$ cat src/logic/scc_pkg.sv
`default_nettype none

package scc_pkg;

	typedef logic [7:0]  byte_t;        // register and bus word
	typedef logic [3:0]  reg_idx_t;     // register pointer
	typedef logic [15:0] time_const_t;  // wr13 over wr12
	typedef logic [23:0] baud_div_t;    // clocks per bit

	// a wr0 byte is read as pointer plus command fields, or as one code
	typedef union packed {
		struct packed {
			logic [1:0] rst;  // reset field, same place as the wr9 soft reset bits
			logic [2:0] cmd;  // wr0 command
			logic [2:0] idx;  // low pointer bits
		} ptr;
		byte_t code;
	} wr0_u;

	// register indices, wr0 and rr0 share index 0
	localparam reg_idx_t REG_WR0  = 4'd0;
	localparam reg_idx_t REG_WR1  = 4'd1;
	localparam reg_idx_t REG_WR2  = 4'd2;
	localparam reg_idx_t REG_WR3  = 4'd3;
	localparam reg_idx_t REG_WR9  = 4'd9;
	localparam reg_idx_t REG_WR12 = 4'd12;
	localparam reg_idx_t REG_WR13 = 4'd13;
	localparam reg_idx_t REG_WR14 = 4'd14;
	localparam reg_idx_t REG_WR15 = 4'd15;

	localparam logic [2:0] CMD_POINT_HIGH = 3'b001;
	localparam logic [2:0] CMD_RESET_EXT  = 3'b010;  // reset ext/status interrupts
	localparam logic [2:0] CMD_RX_FIRST   = 3'b100;  // enable int on next rx char

	localparam logic [1:0] RST_FULL   = 2'b11;
	localparam logic [1:0] RST_CHAN_A = 2'b10;
	localparam logic [1:0] RST_CHAN_B = 2'b01;

	localparam byte_t WR15_RESET          = 8'hf8;
	localparam byte_t WR14_FULL_RESET_LOW = 8'b0011_0000;  // only bits 5..0 apply
	localparam byte_t RR15_READ_MASK      = 8'hfa;

	// time constant to divider, scc clock 14.32 MHz
	localparam time_const_t BAUD_TC_300   = 16'd380;
	localparam time_const_t BAUD_TC_1200  = 16'd94;
	localparam time_const_t BAUD_TC_2400  = 16'd46;
	localparam time_const_t BAUD_TC_4800  = 16'd22;
	localparam time_const_t BAUD_TC_9600  = 16'd10;
	localparam time_const_t BAUD_TC_14400 = 16'd6;
	localparam time_const_t BAUD_TC_19200 = 16'd4;
	localparam time_const_t BAUD_TC_28800 = 16'd2;
	localparam time_const_t BAUD_TC_38400 = 16'd1;
	localparam time_const_t BAUD_TC_57600 = 16'd0;

	localparam baud_div_t BAUD_DIV_300     = 24'd47733;
	localparam baud_div_t BAUD_DIV_1200    = 24'd11933;
	localparam baud_div_t BAUD_DIV_2400    = 24'd5967;
	localparam baud_div_t BAUD_DIV_4800    = 24'd2983;
	localparam baud_div_t BAUD_DIV_9600    = 24'd1492;
	localparam baud_div_t BAUD_DIV_14400   = 24'd994;
	localparam baud_div_t BAUD_DIV_19200   = 24'd746;
	localparam baud_div_t BAUD_DIV_28800   = 24'd497;
	localparam baud_div_t BAUD_DIV_38400   = 24'd373;
	localparam baud_div_t BAUD_DIV_57600   = 24'd249;
	localparam baud_div_t BAUD_DIV_DEFAULT = BAUD_DIV_9600;  // unknown constants run 9600

	// channel numbering follows rs[0]
	localparam int NUM_CHAN = 2;
	localparam int CHAN_A   = 1;
	localparam int CHAN_B   = 0;

endpackage

`default_nettype wire

$ cat src/logic/scc_bus_decode.sv
`default_nettype none

module scc_bus_decode (
	input  logic              clk,
	input  logic              reset_hw,
	input  logic              i_cs,
	input  logic              i_we,
	input  logic [1:0]        i_rs,            // [1] data, [0] channel a
	input  scc_pkg::byte_t    i_wdata,
	output scc_pkg::reg_idx_t o_rindex,        // live pointer
	output logic [1:0]        o_wr_strobe,     // control write per channel
	output logic [1:0]        o_ext_reset,
	output logic              o_reset_full,
	output logic [1:0]        o_reset_chan,    // includes the full reset
	output logic              o_tx_write,
	output logic              o_rx_read,
	output logic              o_rx_first_set,
	output scc_pkg::byte_t    o_wr2,
	output logic [5:0]        o_wr9
);
	import scc_pkg::*;

	wr0_u     wr0;           // write data decoded as a wr0 byte
	reg_idx_t rindex_latch;  // pointer for the next access
	logic     ctl_access;
	logic     ctl_write;
	logic     wr0_write;
	logic     wr9_write;

	assign wr0.code   = i_wdata;
	assign ctl_access = i_cs & ~i_rs[1];
	assign ctl_write  = ctl_access & i_we;
	assign wr0_write  = ctl_write & (o_rindex == REG_WR0);
	assign wr9_write  = ctl_write & (o_rindex == REG_WR9);  // wr9 is shared by both channels

	assign o_wr_strobe[CHAN_A] = ctl_write & i_rs[0];
	assign o_wr_strobe[CHAN_B] = ctl_write & ~i_rs[0];
	assign o_ext_reset = o_wr_strobe & {2{wr0_write & (wr0.ptr.cmd == CMD_RESET_EXT)}};

	// wr9 soft resets as single clk pulses
	assign o_reset_full         = wr9_write & (wr0.ptr.rst == RST_FULL);
	assign o_reset_chan[CHAN_A] = o_reset_full | (wr9_write & (wr0.ptr.rst == RST_CHAN_A));
	assign o_reset_chan[CHAN_B] = o_reset_full | (wr9_write & (wr0.ptr.rst == RST_CHAN_B));

	assign o_tx_write     = i_cs & i_we & (i_rs == 2'b11);   // channel a data
	assign o_rx_read      = i_cs & ~i_we & (i_rs == 2'b11);
	assign o_rx_first_set = wr0_write & (wr0.ptr.cmd == CMD_RX_FIRST);  // either side

	// pointer latch, cleared by any control access except a wr0 write
	always_ff @(posedge clk or posedge reset_hw) begin
		if (reset_hw) begin
			rindex_latch <= '0;
		end else if (ctl_access) begin
			if (wr0_write)
				rindex_latch <= {wr0.ptr.cmd == CMD_POINT_HIGH, wr0.ptr.idx};
			else
				rindex_latch <= '0;
		end
	end

	// live pointer moves only between accesses so read data holds still
	always_ff @(posedge clk or posedge reset_hw) begin
		if (reset_hw)
			o_rindex <= '0;
		else if (!i_cs)
			o_rindex <= rindex_latch;
	end

	// shared registers, untouched by soft resets
	always_ff @(posedge clk or posedge reset_hw) begin
		if (reset_hw) begin
			o_wr2 <= '0;
			o_wr9 <= '0;
		end else if (ctl_write) begin
			if (o_rindex == REG_WR2)
				o_wr2 <= i_wdata;
			if (wr9_write)
				o_wr9 <= i_wdata[5:0];  // top bits are the reset command
		end
	end

endmodule

`default_nettype wire

$ cat src/logic/scc_channel.sv
`default_nettype none

module scc_channel (
	input  logic              clk,
	input  logic              reset_hw,
	input  logic              i_wr_strobe,   // control write to this channel
	input  scc_pkg::reg_idx_t i_rindex,
	input  scc_pkg::byte_t    i_wdata,
	input  logic              i_ext_reset,   // wr0 reset ext/status
	input  logic              i_reset_full,
	input  logic              i_reset_chan,
	input  logic              i_dcd,
	input  logic              i_cts,
	output scc_pkg::byte_t    o_wr1,
	output scc_pkg::byte_t    o_wr3,
	output scc_pkg::byte_t    o_wr12,
	output scc_pkg::byte_t    o_wr13,
	output scc_pkg::byte_t    o_wr14,
	output scc_pkg::byte_t    o_wr15,
	output logic              o_dcd_stat,
	output logic              o_cts_stat,
	output logic              o_ext_pend
);
	import scc_pkg::*;

	logic latch_open;  // status latch follows the pins while open
	logic dcd_latch;
	logic cts_latch;
	logic dcd_ip;
	logic cts_ip;
	logic do_latch;

	// registers that keep their value over soft resets
	always_ff @(posedge clk or posedge reset_hw) begin
		if (reset_hw) begin
			o_wr3  <= '0;
			o_wr12 <= '0;
			o_wr13 <= '0;
		end else if (i_wr_strobe) begin
			case (i_rindex)
				REG_WR3:  o_wr3  <= i_wdata;
				REG_WR12: o_wr12 <= i_wdata;  // time constant low
				REG_WR13: o_wr13 <= i_wdata;  // time constant high
				default:  ;
			endcase
		end
	end

	always_ff @(posedge clk or posedge reset_hw) begin
		if (reset_hw)
			o_wr1 <= '0;
		else if (i_reset_chan)
			o_wr1 <= {2'b00, o_wr1[5], 2'b00, o_wr1[2], 2'b00};  // bits 5 and 2 survive
		else if (i_wr_strobe && i_rindex == REG_WR1)
			o_wr1 <= i_wdata;
	end

	always_ff @(posedge clk or posedge reset_hw) begin
		if (reset_hw)
			o_wr14 <= '0;
		else if (i_reset_full)
			o_wr14 <= {o_wr14[7:6], WR14_FULL_RESET_LOW[5:0]};
		else if (i_reset_chan)
			o_wr14 <= {o_wr14[7:6], 4'b1000, o_wr14[1:0]};  // loop bits kept too
		else if (i_wr_strobe && i_rindex == REG_WR14)
			o_wr14 <= i_wdata;
	end

	always_ff @(posedge clk or posedge reset_hw) begin
		if (reset_hw)
			o_wr15 <= WR15_RESET;
		else if (i_reset_full)
			o_wr15 <= WR15_RESET;
		else if (i_wr_strobe && i_rindex == REG_WR15)
			o_wr15 <= i_wdata;
	end

	// a pin that differs from its latch and is enabled in wr15 closes the latch
	assign dcd_ip   = (i_dcd != dcd_latch) & o_wr15[3];
	assign cts_ip   = (i_cts != cts_latch) & o_wr15[5];
	assign do_latch = latch_open & (dcd_ip | cts_ip);

	always_ff @(posedge clk or posedge reset_hw) begin
		if (reset_hw) begin
			latch_open <= 1'b1;
			dcd_latch  <= 1'b0;
			cts_latch  <= 1'b0;
			o_ext_pend <= 1'b0;
		end else if (i_reset_full) begin
			latch_open <= 1'b1;
			dcd_latch  <= 1'b0;
			cts_latch  <= 1'b0;
			o_ext_pend <= 1'b0;
		end else if (i_ext_reset) begin
			latch_open <= 1'b1;  // reopen, pins are compared again
			o_ext_pend <= 1'b0;
		end else if (do_latch) begin
			latch_open <= 1'b0;
			dcd_latch  <= i_dcd;
			cts_latch  <= i_cts;
			o_ext_pend <= o_wr1[0];  // ext int enable
		end
	end

	// rr0 shows the latched level when the source is enabled
	assign o_dcd_stat = o_wr15[3] ? dcd_latch : i_dcd;
	assign o_cts_stat = o_wr15[5] ? cts_latch : i_cts;

endmodule

`default_nettype wire

$ cat src/logic/scc_read_mux.sv
`default_nettype none

module scc_read_mux (
	input  logic                                  [1:0] i_rs,
	input  scc_pkg::reg_idx_t                           i_rindex,
	input  scc_pkg::byte_t [scc_pkg::NUM_CHAN-1:0]      i_wr1,
	input  scc_pkg::byte_t [scc_pkg::NUM_CHAN-1:0]      i_wr3,
	input  scc_pkg::byte_t [scc_pkg::NUM_CHAN-1:0]      i_wr12,
	input  scc_pkg::byte_t [scc_pkg::NUM_CHAN-1:0]      i_wr13,
	input  scc_pkg::byte_t [scc_pkg::NUM_CHAN-1:0]      i_wr15,
	input  logic           [scc_pkg::NUM_CHAN-1:0]      i_dcd_stat,
	input  logic           [scc_pkg::NUM_CHAN-1:0]      i_cts_stat,
	input  logic           [scc_pkg::NUM_CHAN-1:0]      i_ext_pend,
	input  scc_pkg::byte_t                              i_wr2,
	input  logic           [5:0]                        i_wr9,
	input  logic                                        i_tx_busy,
	input  scc_pkg::byte_t                              i_rx_data,
	input  logic                                        i_rx_avail,
	input  logic                                        i_rx_first,
	output scc_pkg::byte_t                              o_rdata,
	output logic                                        o_irq_n
);
	import scc_pkg::*;

	byte_t [NUM_CHAN-1:0] rr0;
	byte_t [NUM_CHAN-1:0] rr1;
	byte_t [NUM_CHAN-1:0] rr2;
	byte_t [NUM_CHAN-1:0] rr3;
	byte_t [NUM_CHAN-1:0] rr15;
	byte_t                data;
	logic  [1:0]          rx_mode;   // wr1 bits 4:3 of channel a
	logic                 rx_pend_a;
	logic  [2:0]          vec_stat;

	// rr0 is break, eom, cts, hunt, dcd, tx empty, zero count, rx avail
	assign rr0[CHAN_A] = {2'b00, i_cts_stat[CHAN_A], 1'b0, i_dcd_stat[CHAN_A],
		~i_tx_busy, 1'b0, i_rx_avail};
	assign rr0[CHAN_B] = {2'b00, i_cts_stat[CHAN_B], 1'b0, i_dcd_stat[CHAN_B], 3'b100};

	assign rr1[CHAN_A] = {5'b00000, 2'b11, ~i_tx_busy};  // residue 011, all sent
	assign rr1[CHAN_B] = {5'b00000, 2'b11, 1'b1};

	// channel b rr2 carries the status code low or high
	assign rr2[CHAN_A] = i_wr2;
	assign rr2[CHAN_B] = i_wr9[4] ? {i_wr2[7], vec_stat[0], vec_stat[1], vec_stat[2], i_wr2[3:0]}
		: {i_wr2[7:4], vec_stat, i_wr2[0]};

	assign rr3[CHAN_A] = {2'b00, rx_pend_a, 1'b0, i_ext_pend[CHAN_A], 2'b00, i_ext_pend[CHAN_B]};
	assign rr3[CHAN_B] = '0;  // pending bits read on channel a only

	assign rr15[CHAN_A] = i_wr15[CHAN_A] & RR15_READ_MASK;
	assign rr15[CHAN_B] = i_wr15[CHAN_B] & RR15_READ_MASK;

	assign data = i_rs[0] ? i_rx_data : '0;  // no channel b data register

	always_comb begin
		if (i_rs[1]) begin
			o_rdata = data;
		end else begin
			case (i_rindex)
				REG_WR0, 4'd4:     o_rdata = rr0[i_rs[0]];
				REG_WR1, 4'd5:     o_rdata = rr1[i_rs[0]];
				REG_WR2, 4'd6:     o_rdata = rr2[i_rs[0]];
				REG_WR3, 4'd7:     o_rdata = rr3[i_rs[0]];
				4'd8:              o_rdata = data;
				REG_WR9, REG_WR13: o_rdata = i_wr13[i_rs[0]];  // 9 mirrors 13
				REG_WR12:          o_rdata = i_wr12[i_rs[0]];
				4'd11, REG_WR15:   o_rdata = rr15[i_rs[0]];
				default:           o_rdata = '0;  // rr10 and its mirror
			endcase
		end
	end

	// mode 01 waits for the first char, 10 takes every char
	assign rx_mode   = i_wr1[CHAN_A][4:3];
	assign rx_pend_a = i_wr3[CHAN_A][0] & i_rx_avail
		& ((rx_mode == 2'b01 && i_rx_first) || rx_mode == 2'b10);

	always_comb begin
		if (rx_pend_a)
			vec_stat = 3'b110;
		else if (i_ext_pend[CHAN_A])
			vec_stat = 3'b101;
		else if (i_ext_pend[CHAN_B])
			vec_stat = 3'b001;
		else
			vec_stat = 3'b011;  // nothing pending
	end

	assign o_irq_n = ~(i_wr9[3] & (rx_pend_a | (|i_ext_pend)));  // master enable

endmodule

`default_nettype wire

$ cat src/logic/scc_top.sv
`default_nettype none

module scc_top (
	input  logic           clk,
	input  logic           reset_hw,
	input  logic           i_cs,
	input  logic           i_we,
	input  logic [1:0]     i_rs,
	input  scc_pkg::byte_t i_wdata,
	input  logic           i_rxd,
	input  logic           i_cts,
	input  logic           i_dcd_a,
	input  logic           i_dcd_b,
	output scc_pkg::byte_t o_rdata,
	output logic           o_irq_n,
	output logic           o_txd,
	output logic           o_rts
);
	import scc_pkg::*;

	reg_idx_t             rindex;
	logic [NUM_CHAN-1:0]  wr_strobe;
	logic [NUM_CHAN-1:0]  ext_reset;
	logic [NUM_CHAN-1:0]  reset_chan;
	logic                 reset_full;
	logic                 tx_write;
	logic                 rx_read;
	logic                 rx_first_set;
	byte_t                wr2;
	logic [5:0]           wr9;
	byte_t [NUM_CHAN-1:0] wr1;
	byte_t [NUM_CHAN-1:0] wr3;
	byte_t [NUM_CHAN-1:0] wr12;
	byte_t [NUM_CHAN-1:0] wr13;
	byte_t [NUM_CHAN-1:0] wr14;
	byte_t [NUM_CHAN-1:0] wr15;
	logic [NUM_CHAN-1:0]  dcd_stat;
	logic [NUM_CHAN-1:0]  cts_stat;
	logic [NUM_CHAN-1:0]  ext_pend;
	logic [NUM_CHAN-1:0]  dcd_pin;
	logic [NUM_CHAN-1:0]  cts_pin;
	logic                 tx_busy;
	byte_t                rx_data;
	logic                 rx_avail;
	logic                 rx_first;

	assign dcd_pin = {i_dcd_a, i_dcd_b};  // bit CHAN_A is channel a
	assign cts_pin = {~tx_busy, i_cts};   // channel a cts tracks the transmitter
	assign o_rts   = rx_avail;

	scc_bus_decode bus_i (
		.clk, .reset_hw, .i_cs, .i_we, .i_rs, .i_wdata,
		.o_rindex       (rindex),
		.o_wr_strobe    (wr_strobe),
		.o_ext_reset    (ext_reset),
		.o_reset_full   (reset_full),
		.o_reset_chan   (reset_chan),
		.o_tx_write     (tx_write),
		.o_rx_read      (rx_read),
		.o_rx_first_set (rx_first_set),
		.o_wr2          (wr2),
		.o_wr9          (wr9)
	);

	for (genvar c = 0; c < NUM_CHAN; c++) begin : g_chan
		scc_channel chan_i (
			.clk, .reset_hw, .i_wdata,
			.i_wr_strobe  (wr_strobe[c]),
			.i_rindex     (rindex),
			.i_ext_reset  (ext_reset[c]),
			.i_reset_full (reset_full),
			.i_reset_chan (reset_chan[c]),
			.i_dcd        (dcd_pin[c]),
			.i_cts        (cts_pin[c]),
			.o_wr1        (wr1[c]),
			.o_wr3        (wr3[c]),
			.o_wr12       (wr12[c]),
			.o_wr13       (wr13[c]),
			.o_wr14       (wr14[c]),
			.o_wr15       (wr15[c]),
			.o_dcd_stat   (dcd_stat[c]),
			.o_cts_stat   (cts_stat[c]),
			.o_ext_pend   (ext_pend[c])
		);
	end

	scc_uart uart_a_i (
		.clk, .reset_hw, .i_wdata, .i_rxd,
		.i_reset_chan_a (reset_chan[CHAN_A]),
		.i_time_const   ({wr13[CHAN_A], wr12[CHAN_A]}),
		.i_wr14_loop    (wr14[CHAN_A][1:0]),
		.i_tx_write     (tx_write),
		.i_rx_read      (rx_read),
		.i_rx_first_set (rx_first_set),
		.o_txd          (o_txd),
		.o_tx_busy      (tx_busy),
		.o_rx_data      (rx_data),
		.o_rx_avail     (rx_avail),
		.o_rx_first     (rx_first)
	);

	scc_read_mux rmux_i (
		.i_rs, .o_rdata, .o_irq_n,
		.i_rindex   (rindex),
		.i_wr1      (wr1),
		.i_wr3      (wr3),
		.i_wr12     (wr12),
		.i_wr13     (wr13),
		.i_wr15     (wr15),
		.i_dcd_stat (dcd_stat),
		.i_cts_stat (cts_stat),
		.i_ext_pend (ext_pend),
		.i_wr2      (wr2),
		.i_wr9      (wr9),
		.i_tx_busy  (tx_busy),
		.i_rx_data  (rx_data),
		.i_rx_avail (rx_avail),
		.i_rx_first (rx_first)
	);

endmodule

`default_nettype wire

$ cat src/logic/scc_uart.sv
`default_nettype none

module scc_uart (
	input  logic                 clk,
	input  logic                 reset_hw,
	input  logic                 i_reset_chan_a,
	input  scc_pkg::time_const_t i_time_const,
	input  logic [1:0]           i_wr14_loop,
	input  logic                 i_tx_write,
	input  scc_pkg::byte_t       i_wdata,
	input  logic                 i_rx_read,
	input  logic                 i_rx_first_set,
	input  logic                 i_rxd,
	output logic                 o_txd,
	output logic                 o_tx_busy,
	output scc_pkg::byte_t       o_rx_data,    // holding register
	output logic                 o_rx_avail,
	output logic                 o_rx_first
);
	import scc_pkg::*;

	baud_div_t  baud_div;
	logic       loop_en;
	logic [9:0] tx_shift;  // stop, data lsb first, start
	baud_div_t  tx_cnt;
	logic [3:0] tx_bits;
	logic [1:0] rx_sync;
	logic       rx_in;
	logic       rx_active;
	baud_div_t  rx_cnt;    // counts down to the next sample point
	logic [3:0] rx_bits;   // 0 start, 1..8 data, 9 stop
	byte_t      rx_shift;

	always_ff @(posedge clk or posedge reset_hw) begin
		if (reset_hw) begin
			baud_div <= BAUD_DIV_DEFAULT;
		end else begin
			case (i_time_const)
				BAUD_TC_300:   baud_div <= BAUD_DIV_300;
				BAUD_TC_1200:  baud_div <= BAUD_DIV_1200;
				BAUD_TC_2400:  baud_div <= BAUD_DIV_2400;
				BAUD_TC_4800:  baud_div <= BAUD_DIV_4800;
				BAUD_TC_9600:  baud_div <= BAUD_DIV_9600;
				BAUD_TC_14400: baud_div <= BAUD_DIV_14400;
				BAUD_TC_19200: baud_div <= BAUD_DIV_19200;
				BAUD_TC_28800: baud_div <= BAUD_DIV_28800;
				BAUD_TC_38400: baud_div <= BAUD_DIV_38400;
				BAUD_TC_57600: baud_div <= BAUD_DIV_57600;
				default:       baud_div <= BAUD_DIV_DEFAULT;
			endcase
		end
	end

	assign loop_en = i_wr14_loop inside {2'b10, 2'b11};  // local loopback
	assign o_txd   = loop_en ? 1'b1 : tx_shift[0];        // line idles during loopback

	// transmitter, writes while busy are dropped
	always_ff @(posedge clk or posedge reset_hw) begin
		if (reset_hw) begin
			o_tx_busy <= 1'b0;
			tx_shift  <= '1;
			tx_cnt    <= '0;
			tx_bits   <= '0;
		end else if (i_reset_chan_a) begin
			o_tx_busy <= 1'b0;
			tx_shift  <= '1;
			tx_cnt    <= '0;
			tx_bits   <= '0;
		end else if (!o_tx_busy) begin
			if (i_tx_write) begin
				o_tx_busy <= 1'b1;
				tx_shift  <= {1'b1, i_wdata, 1'b0};
				tx_cnt    <= '0;
				tx_bits   <= '0;
			end
		end else if (tx_cnt == baud_div - 1'b1) begin
			tx_cnt   <= '0;
			tx_shift <= {1'b1, tx_shift[9:1]};  // shift in idle
			if (tx_bits == 4'd9)
				o_tx_busy <= 1'b0;  // stop bit done
			else
				tx_bits <= tx_bits + 1'b1;
		end else begin
			tx_cnt <= tx_cnt + 1'b1;
		end
	end

	// two flop sync, loopback taps the transmitter before the txd gate
	always_ff @(posedge clk or posedge reset_hw) begin
		if (reset_hw)
			rx_sync <= '1;
		else
			rx_sync <= {rx_sync[0], loop_en ? tx_shift[0] : i_rxd};
	end
	assign rx_in = rx_sync[1];

	always_ff @(posedge clk or posedge reset_hw) begin
		if (reset_hw) begin
			rx_active  <= 1'b0;
			rx_cnt     <= '0;
			rx_bits    <= '0;
			o_rx_avail <= 1'b0;
		end else if (i_reset_chan_a) begin
			rx_active  <= 1'b0;
			rx_cnt     <= '0;
			rx_bits    <= '0;
			o_rx_avail <= 1'b0;
		end else begin
			if (i_rx_read)
				o_rx_avail <= 1'b0;
			if (!rx_active) begin
				if (!rx_in) begin  // start edge
					rx_active <= 1'b1;
					rx_cnt    <= baud_div >> 1;  // aim at mid bit
					rx_bits   <= '0;
				end
			end else if (rx_cnt != '0) begin
				rx_cnt <= rx_cnt - 1'b1;
			end else begin
				rx_cnt  <= baud_div - 1'b1;
				rx_bits <= rx_bits + 1'b1;
				if (rx_bits == 4'd0 && rx_in) begin
					rx_active <= 1'b0;  // glitch, no start bit
				end else if (rx_bits == 4'd9) begin
					rx_active <= 1'b0;
					if (rx_in)
						o_rx_avail <= 1'b1;  // framing errors are dropped
				end
			end
		end
	end

	// payload, a new character overwrites the holding register
	always_ff @(posedge clk) begin
		if (rx_active && rx_cnt == '0) begin
			if (rx_bits inside {[4'd1:4'd8]})
				rx_shift <= {rx_in, rx_shift[7:1]};
			if (rx_bits == 4'd9 && rx_in)
				o_rx_data <= rx_shift;
		end
	end

	always_ff @(posedge clk or posedge reset_hw) begin
		if (reset_hw)
			o_rx_first <= 1'b1;
		else if (i_reset_chan_a || i_rx_first_set)
			o_rx_first <= 1'b1;
		else if (i_rx_read)
			o_rx_first <= 1'b0;  // first char taken
	end

endmodule

`default_nettype wire
$ cat config.mk
export PLATFORM = sky130hd
export DESIGN_NAME = scc_top
export DESIGN_NICKNAME = d
export VERILOG_FILES = /design/src/logic/scc_pkg.sv /design/src/logic/scc_bus_decode.sv /design/src/logic/scc_channel.sv /design/src/logic/scc_read_mux.sv /design/src/logic/scc_top.sv /design/src/logic/scc_uart.sv
export SDC_FILE = /design/constraint.sdc
export NUM_CORES = 1
export LEC_CHECK = 0
export BUFFER_PORTS_ARGS = -buffer_cell sky130_fd_sc_hd__buf_2
export CAP_MARGIN = 10
export CORE_UTILIZATION = 50
export CTS_CLUSTER_DIAMETER = 40
export CTS_CLUSTER_SIZE = 28
export DETAILED_ROUTE_END_ITERATION = 12
export PLACE_DENSITY = 0.65
export SLEW_MARGIN = 0
export SYNTH_ARGS = -nofsm -noshare
export SYNTH_HDL_FRONTEND = slang
export SYNTH_SLANG_ARGS = --single-unit
$ cat constraint.sdc
create_clock -name clk -period 11.4 [get_ports clk]
set_clock_uncertainty 0.15 [all_clocks]
set_input_delay 0 -clock clk [delete_from_list [all_inputs] [get_ports clk]]
set_output_delay 0 -clock clk [all_outputs]
set_load 0.005 [all_outputs]
==> impl_metrics.tcl, run 1 <==
set metrics [dict create \
    status "finished, final reports clean" \
    fin_ws_ps 7340 \
    grt_setup_unrepaired "no" \
    wl_um 26700 \
    synth_seq_area_share_pct 45.8 \
    power.density_nw_per_um2 152 \
    cp-start-kind "register" \
    yosys.area.top_type_share_pct 33.1 \
    critical_path.endpoint "uart_a_i.tx_shift[7]$_DFFE_PP1P_" \
    wl_met3_um 1150 \
    r2r-end "uart_a_i.tx_shift[7]$_DFFE_PP1P_" \
    power_leakage_uw 0.00484 \
    tns_ps 0 \
    grt_max_degree 100 \
    post_drt_wl_per_cell_um 19.7 \
    die_x_um 143 \
    async_reset_ff_share_pct 91.0 \
    antenna_found_initial 0 \
    hold_path.class "in2reg" \
    synth_area_um2 9980 \
    cts.sinks 178 \
    dp_hpwl_um 18400 \
    setup_viol 0 \
    finalCriticalPeriod_ps 4060 \
    fmax_mhz 246 \
    grt_pass1_wl_um 42700 \
    cts_resized 0 \
    synth_area_leaders "dfrtp_1 (33%), dfstp_2 (7.9%), mux2_2 (6.2%)" \
    grt-ovfl-total 0 \
    maxCapViolations 0 \
    drtAntennaViolNets 0 \
    syn-num-nets 1085 \
    synthDistinctLibCells 75 \
    dr.pass1.iters 5 \
    crit_arrival_ps 4280 \
    num_io_pins 29 \
    worst_slew_pin_slew_ps 1040 \
    portBuffers 28 \
    r2r_start "uart_a_i.baud_div[0]$_DFF_PP0_" \
    cp-startpoint "uart_a_i.baud_div[0]$_DFF_PP0_" \
    fp.dieH_um 143 \
    path_class "reg2reg" \
    m1WireLength_um 11700 \
    rows 51 \
    cp_max_fo 27 \
    required_ps 11620 \
    diodes 0 \
    drt_iter0_markers 742 \
    top_layer "met4" \
    track_usage_pct 27.6 \
    crit_slowest_cell "nor4_1" \
    end_kind "register" \
    gp_congestion 0.924 \
    coreArea_um2 19500 \
    slowest_delay_ps 660 \
    wl_met2_um 13000 \
    pre_cts_ws_ps 7400 \
    drc 0 \
    ys.flop_type "dfrtp_1" \
    fin_crit_sh_pct 35.6 \
    synth-edff-count 16 \
    reg2regPathDepth 9 \
    clkLatencyLatePin_ps 440 \
    ys_ff_latch 178 \
    relSlewSlack_pct 30.4 \
    clockBufferDepth 2 \
    synth_area_leader_cell "dfrtp_1" \
    routed-via-count 8065 \
    cts_tree "built" \
    num-fill-cells 1761 \
    ir_drop_mv 0.103 \
    die_area_um2 20500 \
    yosysWarnings 0 \
    rrSetupSlack_ps 7340 \
    avgSynthCellArea_um2 9.43 \
    layoutNonFillerInstCount 1352 \
    cp_cell_sequence "inv_1, ha_1, nor3b_4, nand2_2, nor4_1, a31oi_1, or4_4, a21oi_4, mux2_2" \
    cts-htree-levels 4 \
    clk_pin_slew_ps 80 \
    vias_per_cell 5.97 \
    nets 1101 \
    hold_viol_final 0 \
    syn_inst 1058 \
    area_growth_pct 11.2 \
    placed_cells 1300 \
    root_buffer "clkbuf_16" \
    initial_core_util_pct 51.1 \
    finalMaxSlewViolations 0 \
    post_cts_buffers 0 \
    grt_pass1_vias 7738 \
    cts_made_buffers 17 \
    drive_gt1_share_pct 16.3 \
]
-- Yosys cell counts, drive strengths merged, types with 4 or more instances --
master and instances:
a211o 4, nand2 113, a22oi 9, inv 31, buf 11, or4 10, and3 8, xor2 39
nand3 23, xnor2 23, nor4 12, nor3 34, a21oi 59, or2 10, a21o 6, mux2 55
o211ai 6, o21ai 70, dfrtp 132, nor2 117, nor2b 9, nand4b 8, edfxtp 16, a22o 11
nand4 13, dfstp 30, nor3b 5, mux2i 33, a211oi 19, a31oi 8, and2 7, clkbuf 49
ha 9, nand2b 13, nand3b 5, or3 5, o31ai 7
-- placed cells by master, fill, tap and decap left out, types with 30 or more instances in the layout --
cell type	instances
dfstp_2	30
mux2_2	55
mux2i_1	33
dfrtp_1	132
inv_1	30
nor2_1	117
a21oi_1	58
o21ai_0	69
nand2_1	112
xor2_1	39
nor3_1	32
-- cell type report --
| class | instances | area, um^2 | area share (%) |
|---|---|---|---|
| Clock inverter | 15 | 183 | 1.65 |
| Inverter | 31 | 121 | 1.09 |
| Sequential cell | 178 | 4570 | 41.2 |
| Multi-Input combinational cell | 789 | 5060 | 45.6 |
| Tap cell | 265 | 332 | 2.99 |
| Clock buffer | 17 | 425 | 3.83 |
| Timing Repair Buffer | 57 | 403 | 3.63 |
-- sequential cells by signal, summed over array words and instances (netlist names), 4 cells and up --
| signal | count |
|---|---|
| g_chan.chan_i.o_wr12 | 16 |
| uart_a_i.rx_bits | 4 |
| g_chan.chan_i.o_wr13 | 16 |
| bus_i.o_wr2 | 8 |
| bus_i.o_rindex | 4 |
| uart_a_i.tx_shift | 9 |
| uart_a_i.rx_shift | 8 |
| bus_i.rindex_latch | 4 |
| uart_a_i.tx_cnt | 24 |
| uart_a_i.rx_cnt | 24 |
| uart_a_i.baud_div | 15 |
| g_chan.chan_i.o_wr15 | 12 |
| uart_a_i.tx_bits | 4 |
| uart_a_i.o_rx_data | 8 |
| g_chan.chan_i.o_wr1 | 4 |
-- critical path: cells and delay by family, from the launching register on --
family                     cells  cell delay, ps
AOI/OAI and AO/OA              2             950
adders and majority gates      1             200
buffers and inverters          1              80
DFF                            1             450
muxes                          1             420
and+or+nand+nor                4            1730
-- per-stage QoR --
| step | power (uW) | cell area, um^2 | util, % | hold WS, ps |
|---|---|---|---|---|
| 2_1_floorplan | 1010 | 9980 | - | -54.4 |
| 3_3_place_gp | 1080 | 10300 | 52.7 | 87.5 |
| 3_5_place_dp | 1080 | 10300 | 52.7 | 92.0 |
| 4_1_cts | 1690 | 11100 | 56.8 | 71.3 |
| 5_1_grt | 1760 | 11100 | 56.8 | 114 |
| 6_report | 1690 | 11100 | 56.8 | 92.4 |
-- kinds of logic after synthesis --
logic type / after synthesis / share of synthesized area, %
and+or+nand+nor: 399 / 19.7
DFF: 178 / 45.8
AOI/OAI and AO/OA: 230 / 14.8
muxes: 88 / 9.51
xor gates and xnor gates: 62 / 5.44
buffers and inverters: 91 / 3.55
adders and majority gates: 10 / 1.23
-- worst min path at each step --
stage | start | to | slack, ps | cells past startpoint
detailed placement | i_rxd | uart_a_i.rx_sync[0]$_DFF_PP1_ | 90 | 2
global placement | i_rxd | uart_a_i.rx_sync[0]$_DFF_PP1_ | 90 | 2
global route | i_rs[1] | uart_a_i.tx_shift[8]$_DFFE_PP1P_ | 110 | 5
floorplan | i_wdata[4] | bus_i.rindex_latch[3]$_DFFE_PP0P_ | -50 | 1
finish | i_rs[1] | uart_a_i.tx_shift[8]$_DFFE_PP1P_ | 90 | 5
CTS | i_rs[1] | uart_a_i.tx_shift[8]$_DFFE_PP1P_ | 70 | 5
-- where the power goes --
group	total, uW	leakage, uW	switching (uW)	internal, uW
Sequential	800	0.00222	80.4	720
Clock	604	0.000293	306	298
Combinational	280	0.00233	143	138
Total	1690	0.00484	529	1160
-- metal layers --
layer | vias to the layer above | track usage [%]
met1 | 3957 | 35.7
met5 | - | 0
met4 | 0 | 12.0
met3 | 54 | 4.47
met2 | 237 | 45.9
li1 | 3817 | -
-- what timing repair did --
action / CTS / global route
setup endpoints to repair: 0 / 0
hold endpoints to repair: 149 / 0
hold buffers: 19 / 0
(Power assumes the default switching activity.)
==> run 2, diff against run 1 <==
--- a/config.mk
+++ b/config.mk
@@ -5,6 +5,7 @@
 export SDC_FILE = /design/constraint.sdc
 export NUM_CORES = 1
 export LEC_CHECK = 0
+export ABC_AREA = 1
 export BUFFER_PORTS_ARGS = -buffer_cell sky130_fd_sc_hd__buf_2
 export CAP_MARGIN = 10
 export CORE_UTILIZATION = 50
==> constraint.sdc (replaced) <==
create_clock -name clk -period 3.9 [get_ports clk]
set_clock_uncertainty 0.15 [all_clocks]
set_input_delay 0 -clock clk [delete_from_list [all_inputs] [get_ports clk]]
set_output_delay 0 -clock clk [all_outputs]
set_load 0.005 [all_outputs]
==> impl_metrics.tcl, run 2 <==
set metrics [dict create \
    wl_um 28800 \
    antenna_found_initial 0 \
    seqCellArea_um2 4570 \
    synthDistinctLibCells 55 \
    crit_path_frequent_cell "nand2_1" \
    syn_inst 1409 \
    final_common_cell "nand2_1" \
    cts.sinks 178 \
    ys.flop_type "dfrtp_1" \
    num-fill-cells 1947 \
    async_reset_ff_share_pct 91.0 \
    fin_util_pct 57.2 \
    coreArea_um2 20400 \
    die_x_um 147 \
    cp-start-kind "register" \
    clkLatencyLatePin_ps 450 \
    post_drt_wl_per_cell_um 16.6 \
    synth_area_leaders "dfrtp_1 (32%), nand2_1 (13%), dfstp_2 (7.5%)" \
    finalMaxSlewViolations 0 \
    slowest_delay_ps 450 \
    syn-num-nets 1436 \
    setup_viol 0 \
    pre_cts_ws_ps 1200 \
    worst_slew_pin_slew_ps 912 \
    power_leakage_uw 0.00551 \
    ys_ff_latch 178 \
    cp_cell_sequence "inv_2, nor2_1, nand2_1, nor2_2, nand2_4, nand2_4, nand2_1, nor2_1, inv_2, nor4_1, nand3_1, nand2_1, a21oi_1" \
    synth_seq_area_share_pct 43.7 \
    routed-via-count 9592 \
    dp_hpwl_um 20700 \
    reg_top3 "uart_a_i.rx_cnt: 24 flops, uart_a_i.tx_cnt: 24 flops" \
    root_buffer "clkbuf_16" \
    cts-htree-levels 4 \
    finalCriticalPeriod_ps 2750 \
    portBuffers 28 \
    track_usage_pct 28.0 \
    yosys.area.top_type_share_pct 31.5 \
    dr.pass1.iters 5 \
    synth-edff-count 16 \
    fin_ws_ps 1150 \
    ir_drop_mv 0.302 \
    avgSynthCellArea_um2 7.43 \
    gp_congestion 0.916 \
    cts_made_buffers 17 \
    grt_pass1_wl_um 47400 \
    maxCapViolations 0 \
    fmax_mhz 364 \
    synth_area_um2 10500 \
    drtAntennaViolNets 0 \
    status "finished, final reports clean" \
    hold_viol_final 0 \
    cts_tree "built" \
    grt-ovfl-total 0 \
    initial_core_util_pct 51.4 \
    relSlewSlack_pct 39.1 \
    yosysWarnings 0 \
    power.density_nw_per_um2 506 \
    num_io_pins 29 \
    diodes 0 \
    yosysMostFrequentCell "nand2_1" \
    cts_resized 0 \
    multi_input_area_um2 5060 \
    clk_pin_slew_ps 80 \
    die_area_um2 21500 \
    vias_per_cell 5.55 \
    path_class "reg2reg" \
    crit_arrival_ps 2910 \
    drive_gt1_share_pct 10.5 \
    rows 52 \
    grt_setup_unrepaired "no" \
    layout_common_cells "nand2_1 (369), inv_1 (173), o21ai_0 (139)" \
    cp_max_fo 45 \
    hold_path.class "in2reg" \
    drc 0 \
    tns_ps 0 \
    synth_area_leader_cell "dfrtp_1" \
    fin_crit_sh_pct 70.5 \
    drt_iter0_markers 838 \
    clockBufferDepth 2 \
    crit_slowest_cell "nand2_4" \
    nets 1473 \
    end_kind "register" \
    area_growth_pct 11.4 \
    fp.dieH_um 147 \
    grt_max_degree 163 \
    grt_pass1_vias 9286 \
    required_ps 4060 \
    yosys-top-cells-count "nand2_1 (369), inv_1 (174), o21ai_0 (139)" \
]
[run 2: cell count changes in the layout (fill, tap and decap cells not counted), sizes merged, moves of 10 or more]
cell and change:
nor2 +26, inv +149, nand2 +270, o21ai +73
a211oi -17, xnor2 -21, or4 -10, nand4 +20
mux2i -33, mux2 -55, nand3 +75, xor2 -14
nand2b -13
[run 2: stage by stage]
stage	hold WS [ps]	total power (uW)	cell area [um^2]	cells
floorplan	-37.0	3680	10500	1409
global placement	61.5	4070	10800	1679
detailed placement	78.3	4080	10800	1679
CTS	152	5910	11700	1729
global route	176	6290	11700	1729
finish	158	5900	11700	1729
[run 2: worst paths after layout]
path / start / to / slack (ps) / cells after the start
max: bus_i.o_rindex[3]$_DFFE_PP0N_ / uart_a_i.tx_cnt[13]$_DFFE_PP0P_ / 1150 / 13
min: i_wdata[6] / g_chan[0].chan_i.o_wr15[6]$_DFFE_PP1P_ / 160 / 4
max reg2reg: bus_i.o_rindex[3]$_DFFE_PP0N_ / uart_a_i.tx_cnt[13]$_DFFE_PP0P_ / 1150 / 13
min reg2reg: uart_a_i.rx_sync[0]$_DFF_PP1_ / uart_a_i.rx_sync[1]$_DFF_PP1_ / 210 / 0
max in group asynchronous: reset_hw / uart_a_i.tx_cnt[12]$_DFFE_PP0P_ / 2770 / 4
min in group asynchronous: reset_hw / g_chan[0].chan_i.o_wr12[0]$_DFFE_PP0P_ / 190 / 4
[run 2: cell families after synthesis]
family | after synthesis | synth area share (%)
AOI/OAI and AO/OA | 262 | 14.2
xor gates and xnor gates | 27 | 2.26
adders and majority gates | 9 | 1.08
buffers and inverters | 215 | 8.02
DFF | 178 | 43.7
and+or+nand+nor | 718 | 30.7
[run 2: what timing repair did]
item	CTS	global route
hold buffers	18	0
hold endpoints to repair	208	0
buffers inserted	0	0
[run 2: power by group]
part / internal (uW) / switching (uW) / leakage, uW
logic: 565 / 985 / 0.00298
clock network: 936 / 874 / 0.000306
registers: 2240 / 301 / 0.00222
total: 3740 / 2160 / 0.00551
[run 2: critical path: cells and delay by family (launching register included)]
family	cells	cell delay, ps
AOI/OAI and AO/OA	1	40
buffers and inverters	2	130
and+or+nand+nor	10	1840
DFF	1	430
[run 2: cell type report]
cell class | count | area share (%)
clock buffers | 17 | 3.65
clock inverters | 15 | 1.78
inverters | 182 | 5.89
multi-input cells | 1016 | 43.4
flip-flops and latches | 178 | 39.2
well taps | 270 | 2.90
repair buffers | 51 | 3.18
[run 2: layer usage]
metal / global-route usage, % / vias to the layer above / share of wire [%]
met1: 36.8 / 4499 / 44
met5: 0 / - / 0
met2: 46.8 / 286 / 48
met3: 4.32 / 62 / 4.9
met4: 10.4 / 0 / 3.0
li1: - / 4745 / -
==> run 3, diff against run 2 <==
==> constraint.sdc (replaced) <==
create_clock -name clk -period 2.75 [get_ports clk]
set_clock_uncertainty 0.15 [all_clocks]
set_input_delay 0 -clock clk [delete_from_list [all_inputs] [get_ports clk]]
set_output_delay 0 -clock clk [all_outputs]
set_load 0.005 [all_outputs]
==> impl_metrics.tcl, run 3 (synthesis results as in run 2) <==
set metrics [dict create \
    dr.pass1.iters 6 \
    cp_cell_sequence "inv_1, nor2_1, inv_1, nor2_1, inv_1, a211oi_1, nor3_1, nand4_1, nand2_1, o21ai_0, buf_2" \
    track_usage_pct 28.5 \
    area_growth_pct 13.6 \
    p_comb_share_pct 26.7 \
    drc 0 \
    portBuffers 28 \
    cts_tree "built" \
    pwr-share-seq_pct 42.8 \
    coreArea_um2 20400 \
    maxCapViolations 0 \
    dpl-instance-area_um2 11000 \
    p_clk_share_pct 30.5 \
    crit_arrival_ps 2380 \
    grt_pass1_wl_um 48400 \
    reg2regPathDepth 8 \
    power_leakage_uw 0.00564 \
    nets 1499 \
    stdcell_area_um2 11900 \
    routed-via-count 9856 \
    crit_buf_inv 4 \
    grt_pass1_vias 9558 \
    fmax_mhz 396 \
    fin_ws_ps 224 \
    critPathTopFamily "simple AND/OR/NAND/NOR gates" \
    pre_cts_ws_ps 154 \
    slowest_delay_ps 440 \
    ir_drop_mv 0.399 \
    cp_max_fo 6 \
    power.switching_uw 3090 \
    setup_viol 0 \
    num-fill-cells 1884 \
    drt_iter0_markers 767 \
    relSlewSlack_pct 44.9 \
    hold_path.class "in2async" \
    dp_hpwl_um 21500 \
    cts_made_buffers 17 \
    num_io_pins 29 \
    crit_slowest_cell "dfrtp_1" \
    required_ps 2600 \
    end_kind "primary output" \
    initial_core_util_pct 51.4 \
    hold_viol_final 0 \
    finalCriticalPeriod_ps 2530 \
    fin_crit_sh_pct 91.8 \
    root_buffer "clkbuf_16" \
    final_common_cell "nand2_1" \
    grt_max_degree 56 \
    p_int_uw 5340 \
    die_area_um2 21500 \
    wl_um 29200 \
    cts.sinks 178 \
    diodes 0 \
    worst_slew_pin_slew_ps 825 \
    grt-ovfl-total 0 \
    reg_top3 "uart_a_i.rx_cnt: 24 flops, uart_a_i.tx_cnt: 24 flops" \
    p_sw_share_pct 36.6 \
    cp-start-kind "register" \
    path_class "reg2out" \
    clkLatencyLatePin_ps 440 \
    antenna_found_initial 0 \
    gp_congestion 0.982 \
    post_drt_wl_per_cell_um 16.7 \
    crit_path_frequent_cell "inv_1" \
    status "finished, final reports clean" \
    finalMaxSlewViolations 0 \
    tns_ps 0 \
    cts-htree-levels 4 \
    vias_per_cell 5.62 \
    power.density_nw_per_um2 709 \
    die_x_um 147 \
    fp.dieH_um 147 \
    path_depth 11 \
    layout_common_cells "nand2_1 (369), inv_1 (173), o21ai_0 (139)" \
    drive_gt1_share_pct 12.2 \
    grt_setup_unrepaired "no" \
    drtAntennaViolNets 0 \
    clk_pin_slew_ps 80 \
    clockBufferDepth 2 \
    rows 52 \
]
run 3: final cells by class:
cell class,count,area [um^2],share of cell area (%)
clock inverter,15,203,1.70
clock buffer,17,425,3.58
sequential,178,4570,38.5
tap,270,338,2.84
inverter,182,687,5.78
timing repair buffer,76,573,4.82
multi-input combinational,1017,5090,42.8
run 3: metrics by stage:
step,power (uW),hold slack (ps),cells,utilization [%]
2_1_floorplan,5230,-37.0,1409,-
3_3_place_gp,5800,52.4,1703,54.2
3_5_place_dp,5830,56.0,1703,54.2
4_1_cts,8440,88.4,1754,58.3
5_1_grt,8990,166,1755,58.4
6_report,8430,99.8,1755,58.4
run 3: final timing paths:
check | startpoint | end | slack, ps
hold reg to reg | uart_a_i.rx_sync[0]$_DFF_PP1_ | uart_a_i.rx_sync[1]$_DFF_PP1_ | 210
setup reg to reg | uart_a_i.rx_cnt[0]$_DFFE_PP0P_ | uart_a_i.rx_shift[0]$_DFFE_PP_ | 310
max in group asynchronous | reset_hw | g_chan[1].chan_i.o_wr15[5]$_DFFE_PP1P_ | 1510
setup / recovery | bus_i.o_rindex[0]$_DFFE_PP0N_ | o_rdata[0] | 220
hold / removal | reset_hw | g_chan[1].chan_i.o_wr15[1]$_DFFE_PP0P_ | 100
min in group clk | i_rs[0] | uart_a_i.o_rx_first$_DFFE_PP1P_ | 130
run 3: routing by layer:
metal	global-route usage, %	up-vias	part of all wire, %	wire, um
met1	36.7	4653	43	12700
met5	0	-	0	0
met3	4.53	82	4.9	1420
met4	12.1	0	4.0	1180
li1	-	4798	-	-
met2	47.5	323	48	13900
run 3: worst register-to-register path, delay by kind of cell (launching register included):
kind / cells / cell delay, ps
flip-flops: 1 / 430
AND/OR/NAND/NOR: 4 / 750
buffers and inverters: 2 / 380
adder cells (fa/ha/maj): 1 / 210
AO/OA/AOI/OAI: 1 / 250
run 3: power by group through the flow:
stage | Sequential [uW] | Clock [uW] | Combinational (uW)
floorplan | 3510 | 0 | 1720
global placement | 3630 | 0 | 2170
detailed placement | 3630 | 0 | 2200
CTS | 3590 | 2620 | 2230
global route | 3670 | 2710 | 2610
finish | 3600 | 2570 | 2250
run 3: what timing repair did:
item	CTS	global route
hold endpoints to repair	109	0
hold buffers	19	0
gates resized for setup	0	3
setup endpoints to repair	0	15
setup buffers	0	0
